`config.mk`:
```
export PLATFORM = sky130hd
export DESIGN_NAME = exec_top
export DESIGN_NICKNAME = d
export VERILOG_FILES = /design/src/source/exec_pkg.sv /design/src/source/exec_op_if.sv /design/src/source/exec_alu.sv /design/src/source/exec_top.sv /design/src/source/instr_decoder.sv /design/src/source/issue_fifo.sv
export VERILOG_INCLUDE_DIRS = /design/src /design/src/source
export SDC_FILE = /design/constraint.sdc
export NUM_CORES = 1
export LEC_CHECK = 0
export ABC_AREA = 1
export BUFFER_PORTS_ARGS = -buffer_cell sky130_fd_sc_hd__buf_2
export CORE_MARGIN = 2
export CORE_UTILIZATION = 25
export DETAILED_ROUTE_END_ITERATION = 8
export SYNTH_ARGS = -nofsm -noshare
export SYNTH_HDL_FRONTEND = slang
export SYNTH_SLANG_ARGS = --single-unit
export TNS_END_PERCENT = 50
```
`constraint.sdc`:
```
create_clock -name i_clk -period 8 [get_ports i_clk]
set_clock_uncertainty 0.05 [all_clocks]
set_input_delay 0.4 -clock i_clk [delete_from_list [all_inputs] [get_ports i_clk]]
set_output_delay 0.4 -clock i_clk [all_outputs]
set_load 0.01 [all_outputs]
```
`src/source/exec_settings.svh`:
```
`ifndef EXEC_SETTINGS_SVH
`define EXEC_SETTINGS_SVH

// Datapath width of the execute slice
`define EXEC_XLEN 32

// Issue queue between decoder and ALU
`define EXEC_FIFO_DEPTH 4       // Entries
`define EXEC_FIFO_AW    2       // Pointer width, log2 of depth

`endif

```
`src/source/exec_pkg.sv`:
```
package exec_pkg;

    // Major opcodes handled by the execute slice
    localparam logic [6:0] OPC_OP     = 7'b0110011;
    localparam logic [6:0] OPC_OPIMM  = 7'b0010011;
    localparam logic [6:0] OPC_BRANCH = 7'b1100011;
    localparam logic [6:0] OPC_JAL    = 7'b1101111;
    localparam logic [6:0] OPC_JALR   = 7'b1100111;
    localparam logic [6:0] OPC_LUI    = 7'b0110111;
    localparam logic [6:0] OPC_AUIPC  = 7'b0010111;

    localparam logic [6:0] F7_BASE = 7'b0000000;    // ADD, SRL and the rest
    localparam logic [6:0] F7_ALT  = 7'b0100000;    // SUB, SRA

    typedef enum logic [4:0] {
        OP_ADD,
        OP_SUB,
        OP_SLL,
        OP_SLT,
        OP_SLTU,
        OP_XOR,
        OP_SRL,
        OP_SRA,
        OP_OR,
        OP_AND,
        OP_ADDI,
        OP_SLTI,
        OP_SLTIU,
        OP_XORI,
        OP_ORI,
        OP_ANDI,
        OP_SLLI,
        OP_SRLI,
        OP_SRAI,
        OP_BEQ,
        OP_BNE,
        OP_BLT,
        OP_BGE,
        OP_BLTU,
        OP_BGEU,
        OP_JAL,
        OP_JALR,
        OP_LUI,
        OP_AUIPC,
        OP_NONE = 5'd31             // Nothing to execute
    } alu_op_e;

    // Same instruction word seen two ways. The ri view gives the register
    // fields, the bju view cuts the word where B, J and U immediates split.
    typedef union packed {
        struct packed {
            logic [6:0] funct7;     // Also imm[11:5] of I type
            logic [4:0] rs2;        // Also imm[4:0] or shamt
            logic [4:0] rs1;
            logic [2:0] funct3;
            logic [4:0] rd;
            logic [6:0] opcode;
        } ri;
        struct packed {
            logic       sign;       // Bit 31
            logic [5:0] hi6;        // Bits 30:25
            logic [3:0] mid4;       // Bits 24:21
            logic       b20;
            logic [7:0] b19_12;
            logic [3:0] b11_8;
            logic       b7;
            logic [6:0] opcode;
        } bju;
    } rv_instr_u;

endpackage

```
`src/source/exec_op_if.sv`:
```
`timescale 1ns/10ps
`include "exec_settings.svh"

interface exec_op_if
    import exec_pkg::*;
();

    logic                  valid;   // One cycle per operation
    alu_op_e               op;
    logic [`EXEC_XLEN-1:0] opa;     // rs1, PC or zero
    logic [`EXEC_XLEN-1:0] opb;     // rs2 or immediate
    logic [`EXEC_XLEN-1:0] pc;
    logic [`EXEC_XLEN-1:0] imm;     // Sign extended

    modport producer (
        output valid,
        output op,
        output opa,
        output opb,
        output pc,
        output imm
    );

    modport consumer (
        input valid,
        input op,
        input opa,
        input opb,
        input pc,
        input imm
    );

endinterface

```
`src/source/exec_alu.sv`:
```
`timescale 1ns/10ps
`include "exec_settings.svh"

module exec_alu
    import exec_pkg::*;
(
    input  logic                  i_clk,
    input  logic                  i_arst_n,
    exec_op_if.consumer           iss_if,
    output logic                  o_wb_valid,
    output logic [`EXEC_XLEN-1:0] o_wb_data,
    output logic                  o_jump_valid,
    output logic [`EXEC_XLEN-1:0] o_jump_addr
);

    localparam logic [`EXEC_XLEN-1:0] INSTR_BYTES = 4;

    logic [4:0]            shamt;
    logic [`EXEC_XLEN-1:0] sum;
    logic [`EXEC_XLEN-1:0] link;
    logic [`EXEC_XLEN-1:0] br_target;
    logic [`EXEC_XLEN-1:0] jalr_target;
    logic                  eq;
    logic                  lt_s;
    logic                  lt_u;
    logic                  wb_en;
    logic [`EXEC_XLEN-1:0] wb_val;
    logic                  jump_en;
    logic [`EXEC_XLEN-1:0] jump_tgt;

    assign shamt = iss_if.opb[4:0];
    assign sum   = iss_if.opa + iss_if.opb;     // opb holds imm on I, J and U forms
    assign link  = iss_if.pc + INSTR_BYTES;
    assign eq    = (iss_if.opa == iss_if.opb);
    assign lt_s  = ($signed(iss_if.opa) < $signed(iss_if.opb));
    assign lt_u  = (iss_if.opa < iss_if.opb);

    assign br_target   = iss_if.pc + iss_if.imm;
    assign jalr_target = {sum[`EXEC_XLEN-1:1], 1'b0};   // rs1 + imm, bit 0 cleared

    always_comb begin
        wb_en    = 1'b1;
        wb_val   = sum;
        jump_en  = 1'b0;
        jump_tgt = br_target;
        case (iss_if.op)
            OP_ADD, OP_ADDI:   wb_val = sum;
            OP_SUB:            wb_val = iss_if.opa - iss_if.opb;
            OP_SLL, OP_SLLI:   wb_val = iss_if.opa << shamt;
            OP_SLT, OP_SLTI:   wb_val = {{(`EXEC_XLEN-1){1'b0}}, lt_s};
            OP_SLTU, OP_SLTIU: wb_val = {{(`EXEC_XLEN-1){1'b0}}, lt_u};
            OP_XOR, OP_XORI:   wb_val = iss_if.opa ^ iss_if.opb;
            OP_SRL, OP_SRLI:   wb_val = iss_if.opa >> shamt;
            OP_SRA, OP_SRAI:   wb_val = $signed(iss_if.opa) >>> shamt;
            OP_OR, OP_ORI:     wb_val = iss_if.opa | iss_if.opb;
            OP_AND, OP_ANDI:   wb_val = iss_if.opa & iss_if.opb;
            OP_BEQ: begin
                wb_en   = 1'b0;
                jump_en = eq;
            end
            OP_BNE: begin
                wb_en   = 1'b0;
                jump_en = !eq;
            end
            OP_BLT: begin
                wb_en   = 1'b0;
                jump_en = lt_s;
            end
            OP_BGE: begin
                wb_en   = 1'b0;
                jump_en = !lt_s;
            end
            OP_BLTU: begin
                wb_en   = 1'b0;
                jump_en = lt_u;
            end
            OP_BGEU: begin
                wb_en   = 1'b0;
                jump_en = !lt_u;
            end
            OP_JAL: begin
                wb_val  = link;
                jump_en = 1'b1;                 // Target is PC + J immediate
            end
            OP_JALR: begin
                wb_val   = link;
                jump_en  = 1'b1;
                jump_tgt = jalr_target;
            end
            OP_LUI, OP_AUIPC:  wb_val = sum;    // opa is zero or PC
            default:           wb_en  = 1'b0;
        endcase
    end

    always_ff @(posedge i_clk or negedge i_arst_n) begin
        if (!i_arst_n) begin
            o_wb_valid   <= 1'b0;
            o_jump_valid <= 1'b0;
        end else begin
            o_wb_valid   <= iss_if.valid && wb_en;
            o_jump_valid <= iss_if.valid && jump_en;
        end
    end

    always_ff @(posedge i_clk) begin
        if (iss_if.valid) begin
            o_wb_data   <= wb_val;
            o_jump_addr <= jump_tgt;
        end
    end

endmodule

```
`src/source/exec_top.sv`:
```
`timescale 1ns/10ps
`include "exec_settings.svh"

module exec_top (
    input  logic                  i_clk,
    input  logic                  i_arst_n,
    input  logic                  i_valid,
    input  logic [31:0]           i_instr,
    input  logic [`EXEC_XLEN-1:0] i_rs1_val,
    input  logic [`EXEC_XLEN-1:0] i_rs2_val,
    input  logic [`EXEC_XLEN-1:0] i_pc,
    input  logic                  i_stall,
    output logic                  o_wb_valid,
    output logic [`EXEC_XLEN-1:0] o_wb_data,
    output logic                  o_jump_valid,
    output logic [`EXEC_XLEN-1:0] o_jump_addr,
    output logic                  o_illegal,
    output logic                  o_full
);

    exec_op_if dec_if ();       // Decoder to queue
    exec_op_if iss_if ();       // Queue to ALU

    instr_decoder i_decoder (
        .i_clk     (i_clk),
        .i_arst_n  (i_arst_n),
        .i_valid   (i_valid),
        .i_instr   (i_instr),
        .i_rs1_val (i_rs1_val),
        .i_rs2_val (i_rs2_val),
        .i_pc      (i_pc),
        .o_illegal (o_illegal),
        .dec_if    (dec_if.producer)
    );

    issue_fifo i_fifo (
        .i_clk    (i_clk),
        .i_arst_n (i_arst_n),
        .i_stall  (i_stall),
        .dec_if   (dec_if.consumer),
        .iss_if   (iss_if.producer),
        .o_full   (o_full)
    );

    exec_alu i_alu (
        .i_clk        (i_clk),
        .i_arst_n     (i_arst_n),
        .iss_if       (iss_if.consumer),
        .o_wb_valid   (o_wb_valid),
        .o_wb_data    (o_wb_data),
        .o_jump_valid (o_jump_valid),
        .o_jump_addr  (o_jump_addr)
    );

endmodule

```
`src/source/instr_decoder.sv`:
```
`timescale 1ns/10ps
`include "exec_settings.svh"

module instr_decoder
    import exec_pkg::*;
(
    input  logic                  i_clk,
    input  logic                  i_arst_n,
    input  logic                  i_valid,
    input  rv_instr_u             i_instr,
    input  logic [`EXEC_XLEN-1:0] i_rs1_val,
    input  logic [`EXEC_XLEN-1:0] i_rs2_val,
    input  logic [`EXEC_XLEN-1:0] i_pc,
    output logic                  o_illegal,
    exec_op_if.producer           dec_if
);

    logic [`EXEC_XLEN-1:0] imm_i;
    logic [`EXEC_XLEN-1:0] imm_b;
    logic [`EXEC_XLEN-1:0] imm_j;
    logic [`EXEC_XLEN-1:0] imm_u;
    logic [2:0]            funct3;
    logic                  f7_base;
    logic                  f7_alt;
    alu_op_e               op_d;
    logic                  legal_d;
    logic [`EXEC_XLEN-1:0] opa_d;
    logic [`EXEC_XLEN-1:0] opb_d;
    logic [`EXEC_XLEN-1:0] imm_d;

    assign funct3  = i_instr.ri.funct3;
    assign f7_base = (i_instr.ri.funct7 == F7_BASE);
    assign f7_alt  = (i_instr.ri.funct7 == F7_ALT);

    assign imm_i = {{(`EXEC_XLEN-12){i_instr.ri.funct7[6]}}, i_instr.ri.funct7, i_instr.ri.rs2};
    assign imm_b = {{(`EXEC_XLEN-12){i_instr.bju.sign}}, i_instr.bju.b7, i_instr.bju.hi6,
                    i_instr.bju.b11_8, 1'b0};
    assign imm_j = {{(`EXEC_XLEN-20){i_instr.bju.sign}}, i_instr.bju.b19_12, i_instr.bju.b20,
                    i_instr.bju.hi6, i_instr.bju.mid4, 1'b0};
    assign imm_u = {i_instr.bju.sign, i_instr.bju.hi6, i_instr.bju.mid4, i_instr.bju.b20,
                    i_instr.bju.b19_12, 12'b0};     // Low 12 bits always zero

    always_comb begin
        op_d    = OP_NONE;
        legal_d = 1'b0;
        opa_d   = i_rs1_val;
        opb_d   = imm_i;
        imm_d   = imm_i;
        case (i_instr.ri.opcode)
            OPC_OP: begin
                opb_d = i_rs2_val;
                imm_d = '0;
                case (funct3)
                    3'b000:  op_d = f7_alt ? OP_SUB : OP_ADD;
                    3'b001:  op_d = OP_SLL;
                    3'b010:  op_d = OP_SLT;
                    3'b011:  op_d = OP_SLTU;
                    3'b100:  op_d = OP_XOR;
                    3'b101:  op_d = f7_alt ? OP_SRA : OP_SRL;
                    3'b110:  op_d = OP_OR;
                    default: op_d = OP_AND;
                endcase
                // Alternate funct7 only valid on SUB and SRA, MUL group rejected here
                legal_d = f7_base || (f7_alt && (funct3 == 3'b000 || funct3 == 3'b101));
            end
            OPC_OPIMM: begin
                case (funct3)
                    3'b000:  op_d = OP_ADDI;
                    3'b001:  op_d = OP_SLLI;
                    3'b010:  op_d = OP_SLTI;
                    3'b011:  op_d = OP_SLTIU;
                    3'b100:  op_d = OP_XORI;
                    3'b101:  op_d = f7_alt ? OP_SRAI : OP_SRLI;
                    3'b110:  op_d = OP_ORI;
                    default: op_d = OP_ANDI;
                endcase
                if (funct3 == 3'b001) begin
                    legal_d = f7_base;
                end else if (funct3 == 3'b101) begin
                    legal_d = f7_base || f7_alt;
                end else begin
                    legal_d = 1'b1;
                end
            end
            OPC_BRANCH: begin
                opb_d   = i_rs2_val;
                imm_d   = imm_b;
                legal_d = 1'b1;
                case (funct3)
                    3'b000:  op_d = OP_BEQ;
                    3'b001:  op_d = OP_BNE;
                    3'b100:  op_d = OP_BLT;
                    3'b101:  op_d = OP_BGE;
                    3'b110:  op_d = OP_BLTU;
                    3'b111:  op_d = OP_BGEU;
                    default: legal_d = 1'b0;    // 010 and 011 unused
                endcase
            end
            OPC_JAL: begin
                op_d    = OP_JAL;
                legal_d = 1'b1;
                opa_d   = i_pc;
                opb_d   = imm_j;
                imm_d   = imm_j;
            end
            OPC_JALR: begin
                op_d    = OP_JALR;
                legal_d = (funct3 == 3'b000);
            end
            OPC_LUI: begin
                op_d    = OP_LUI;
                legal_d = 1'b1;
                opa_d   = '0;
                opb_d   = imm_u;
                imm_d   = imm_u;
            end
            OPC_AUIPC: begin
                op_d    = OP_AUIPC;
                legal_d = 1'b1;
                opa_d   = i_pc;
                opb_d   = imm_u;
                imm_d   = imm_u;
            end
            default: legal_d = 1'b0;            // Loads, stores, fences, CSRs
        endcase
        if (!legal_d) begin
            op_d = OP_NONE;
        end
    end

    always_ff @(posedge i_clk or negedge i_arst_n) begin
        if (!i_arst_n) begin
            dec_if.valid <= 1'b0;
            o_illegal    <= 1'b0;
        end else begin
            dec_if.valid <= i_valid && legal_d;
            o_illegal    <= i_valid && !legal_d;
        end
    end

    always_ff @(posedge i_clk) begin
        if (i_valid) begin
            dec_if.op  <= op_d;
            dec_if.opa <= opa_d;
            dec_if.opb <= opb_d;
            dec_if.pc  <= i_pc;
            dec_if.imm <= imm_d;
        end
    end

endmodule

```
`src/source/issue_fifo.sv`:
```
`timescale 1ns/10ps
`include "exec_settings.svh"

module issue_fifo
    import exec_pkg::*;
(
    input  logic        i_clk,
    input  logic        i_arst_n,
    input  logic        i_stall,
    exec_op_if.consumer dec_if,
    exec_op_if.producer iss_if,
    output logic        o_full
);

    alu_op_e                  mem_op  [`EXEC_FIFO_DEPTH];
    logic [`EXEC_XLEN-1:0]    mem_opa [`EXEC_FIFO_DEPTH];
    logic [`EXEC_XLEN-1:0]    mem_opb [`EXEC_FIFO_DEPTH];
    logic [`EXEC_XLEN-1:0]    mem_pc  [`EXEC_FIFO_DEPTH];
    logic [`EXEC_XLEN-1:0]    mem_imm [`EXEC_FIFO_DEPTH];
    logic [`EXEC_FIFO_AW-1:0] wr_ptr;
    logic [`EXEC_FIFO_AW-1:0] rd_ptr;
    logic [`EXEC_FIFO_AW:0]   count;    // 0 to depth inclusive
    logic                     empty;
    logic                     push;
    logic                     pop;

    assign empty  = (count == '0);
    assign o_full = (count == `EXEC_FIFO_DEPTH);

    // An empty queue passes the incoming entry straight to the head
    assign pop  = !i_stall && (!empty || dec_if.valid);
    assign push = dec_if.valid && (!o_full || pop);    // Dropped when full and held

    assign iss_if.valid = pop;
    assign iss_if.op    = empty ? dec_if.op  : mem_op[rd_ptr];
    assign iss_if.opa   = empty ? dec_if.opa : mem_opa[rd_ptr];
    assign iss_if.opb   = empty ? dec_if.opb : mem_opb[rd_ptr];
    assign iss_if.pc    = empty ? dec_if.pc  : mem_pc[rd_ptr];
    assign iss_if.imm   = empty ? dec_if.imm : mem_imm[rd_ptr];

    always_ff @(posedge i_clk or negedge i_arst_n) begin
        if (!i_arst_n) begin
            wr_ptr <= '0;
            rd_ptr <= '0;
            count  <= '0;
        end else begin
            if (push) begin
                wr_ptr <= wr_ptr + 1'b1;
            end
            if (pop) begin
                rd_ptr <= rd_ptr + 1'b1;
            end
            case ({push, pop})
                2'b10:   count <= count + 1'b1;
                2'b01:   count <= count - 1'b1;
                default: ;                      // Bypass or idle, level unchanged
            endcase
        end
    end

    always_ff @(posedge i_clk) begin
        if (push) begin
            mem_op[wr_ptr]  <= dec_if.op;
            mem_opa[wr_ptr] <= dec_if.opa;
            mem_opb[wr_ptr] <= dec_if.opb;
            mem_pc[wr_ptr]  <= dec_if.pc;
            mem_imm[wr_ptr] <= dec_if.imm;
        end
    end

endmodule
```
==> results.json <==
{
  "cpPeakStageDelay_ns": 0.65,
  "worstSkewPairLatency_ns": 0.71,
  "endpoint_kind": "flop",
  "grt_pass1_wl_um": 256000,
  "via_per_inst": 4.99,
  "overflow": 0,
  "rsz0062_at_grt": "no",
  "hpwl_um": 135000,
  "place.gp.congestion": 1.09,
  "yosys.area.top_type": "edfxtp_1",
  "initial_core_util_pct": 25.1,
  "grt_usage_pct": 20.1,
  "setup_viol": 0,
  "period_needed_ns": 6.12,
  "r2r_end": "i_alu.o_wb_data[21]$_DFFE_PP_",
  "cp-start-kind": "flop",
  "synth_nets": 5406,
  "synth_seq_area_share_pct": 51.6,
  "syn_area_mm2": 0.0430,
  "netlist_instances": 5137,
  "ant_nets": 0,
  "cts_setup_buffers": 0,
  "tightest_slew_ns": 1.42,
  "synthFlopType": "edfxtp_1",
  "worstRegToRegCells": 18,
  "nNetsFinal": 5603,
  "io_pins": 200,
  "final_hold_viol_count": 0,
  "min_path_cells": 3,
  "critPathRequiredTime_ns": 8.47,
  "r2r_slack_ns": 1.88,
  "crit_top_cell": "nand2_1",
  "cpMaxStageDelayCell": "dfrtp_4",
  "synth_enable_flop_cells": 729,
  "cts_buffer_depth": 3,
  "fmax_mhz": 163,
  "cts-buffers-inserted": 79,
  "port_buffers": 199,
  "synth_cell_types": 53,
  "grt_pass1_vias": 36100,
  "crit_fanout": 99,
  "firstDrtPassIters": 8,
  "cap_violations": 0,
  "antenna_found_initial": 12,
  "post-route-period-util_pct": 76.5,
  "setup-tns-final_ns": 0,
  "design.core.area_mm2": 0.171,
  "die_area_mm2": 0.175,
  "layout_commonest_cell": "nand2_1",
  "cts_sinks": 740,
  "htreeDepth": 3,
  "synth_area_leaders": "edfxtp_1, nand2_1, nor2_1",
  "final_cell_mix": "nand2_1, edfxtp_1, nor2_1",
  "critPathKind": "reg2reg",
  "min-delay-start": "i_rs2_val[8]",
  "synth.top_cell.area_share_pct": 50.9,
  "grt_max_degree": 141,
  "fp.dieH_um": 419,
  "root_buffer": "clkbuf_16",
  "drt_iter0_markers": 4266,
  "wl_per_cell_um": 23.6,
  "hold_path_class": "in2reg",
  "maxSlewHeadroom_pct": 4.33,
  "synth_area_per_cell_um2": 8.37,
  "num_rows": 152,
  "async_reset_ff_share_pct": 1.49,
  "path_cells": "inv_6, buf_4, nand2_1, nand2_1, nand2_1, nand3_1, o21ai_4, buf_4, ha_1, nand2_1, o21ai_1, a21boi_0, o21ai_1, a21boi_0, o21ai_1, xor2_1, nor2_1, nor2_1",
  "drive_above_1_share_pct": 9.31,
  "clk_pin_slew_ns": 0.07,
  "r2r_start": "i_fifo.rd_ptr[0]$_DFFE_PN0P_",
  "yosysWarnings": 0,
  "die_x_um": 419,
  "cts_tree": "built",
  "area_delta_synth_final_pct": 15.8,
  "slew_viol_final": 0,
  "wirelength_um": 180000,
  "status": "completed",
  "route.detailed.drc": 0,
  "cp.arrival_ns": 6.59,
  "vias": 38100,
  "ys_ff_latch": 740,
  "hold_path_end": "i_decoder.dec_if.opb[8]$_DFFE_PP_"
}
## area by class of cell
| class | instances | area [um^2] |
|---|---|---|
| fill | 18100 | 121000 |
| sequential | 740 | 22200 |
| multi-input combinational | 3651 | 17700 |
| tap | 2233 | 2790 |
| timing repair buffer | 354 | 2460 |
| clock buffer | 93 | 2050 |
| inverter | 508 | 1920 |
| clock inverter | 54 | 622 |
| antenna | 2 | 5.00 |
## worst max-delay path: cells and delay by family (launching register included)
kind / cells / cell delay (ns)
buf+inv: 3 / 1.26
flops: 1 / 0.65
compound gates: 6 / 2.07
fa+ha+maj: 1 / 0.48
simple gates: 7 / 0.73
xor+xnor: 1 / 0.59
## metal layers
| metal | track usage [%] | wire, um |
|---|---|---|
| met2 | 32.2 | 82700 |
| met5 | 0 | 93 |
| met3 | 2.91 | 11900 |
| met1 | 25.7 | 73700 |
| met4 | 11.7 | 11500 |
## kinds of logic after synthesis
kind of cell	Yosys count	synth area share, %
flops	740	51.6
xor+xnor	59	1.20
simple gates	2616	25.1
mux	1	0.0233
compound gates	838	10.7
fa+ha+maj	137	4.06
buf+inv	746	7.34
## worst max-delay path by stage
stage / from / to / slack [ns] / cells past startpoint
2_1_floorplan: i_fifo.count[2]$_DFFE_PN0P_ / i_fifo.mem_imm[0][0]$_DFFE_PP_ / 1.02 / 5
5_1_grt: i_fifo.count[0]$_DFFE_PN0P_ / i_alu.o_wb_data[26]$_DFFE_PP_ / 1.56 / 22
3_3_place_gp: i_fifo.count[0]$_DFFE_PN0P_ / i_alu.o_wb_data[26]$_DFFE_PP_ / 1.90 / 22
3_5_place_dp: i_fifo.rd_ptr[0]$_DFFE_PN0P_ / i_alu.o_jump_addr[25]$_DFFE_PP_ / 1.96 / 19
6_report: i_fifo.rd_ptr[0]$_DFFE_PN0P_ / i_alu.o_wb_data[21]$_DFFE_PP_ / 1.88 / 18
4_1_cts: i_fifo.rd_ptr[0]$_DFFE_PN0P_ / i_alu.o_jump_addr[25]$_DFFE_PP_ / 1.93 / 19
## registers in the layout, indices dropped and copies added, names as in the netlist, 3 cells and up
register / cells
i_fifo.mem_opb: 128
i_fifo.mem_pc: 128
i_alu.o_jump_addr: 32
i_fifo.mem_opa: 128
i_fifo.mem_op: 20
i_fifo.mem_imm: 128
i_decoder.dec_if.opa: 32
i_decoder.dec_if.pc: 32
i_decoder.dec_if.op: 5
i_decoder.dec_if.opb: 32
i_decoder.dec_if.imm: 32
i_alu.o_wb_data: 32
i_fifo.count: 3
## metrics by stage
stage / instances / utilization, % / instance area [um^2] / hold WS [ns] / worst slack [ns]
floorplan: 5137 / - / 43000 / 0.0544 / 1.02
detailed placement: 7407 / 27.0 / 46300 / 0.279 / 1.96
CTS: 7633 / 29.1 / 49800 / 0.000976 / 1.93
global placement: 7407 / 27.0 / 46300 / 0.265 / 1.90
finish: 7635 / 29.1 / 49800 / 0.0392 / 1.88
global route: 7635 / 29.1 / 49800 / 0.0508 / 1.56
## timing repair
| item | in CTS | in global routing |
|---|---|---|
| endpoints found under the hold margin | 89 | 0 |
| gates resized for setup | 0 | 0 |
| hold buffers | 79 | 0 |
## cell usage after synthesis, types with 23 or more instances
cell and n:
inv_1 484, clkbuf_1 94, xor2_1 53, nand4_1 43, nor3_1 27, ha_1 133
a21oi_1 173, buf_2 74, o21ai_1 75, a31oi_1 42, nand2_1 1265, o22ai_1 46
nor2_1 711, or2_2 27, o21ai_0 410, buf_4 32, inv_2 23, edfxtp_1 729
nand3_1 502
Power is left out: the tool's default activity adds up to more than one toggle a clock period on the data nets, which glitch-free logic cannot reach.
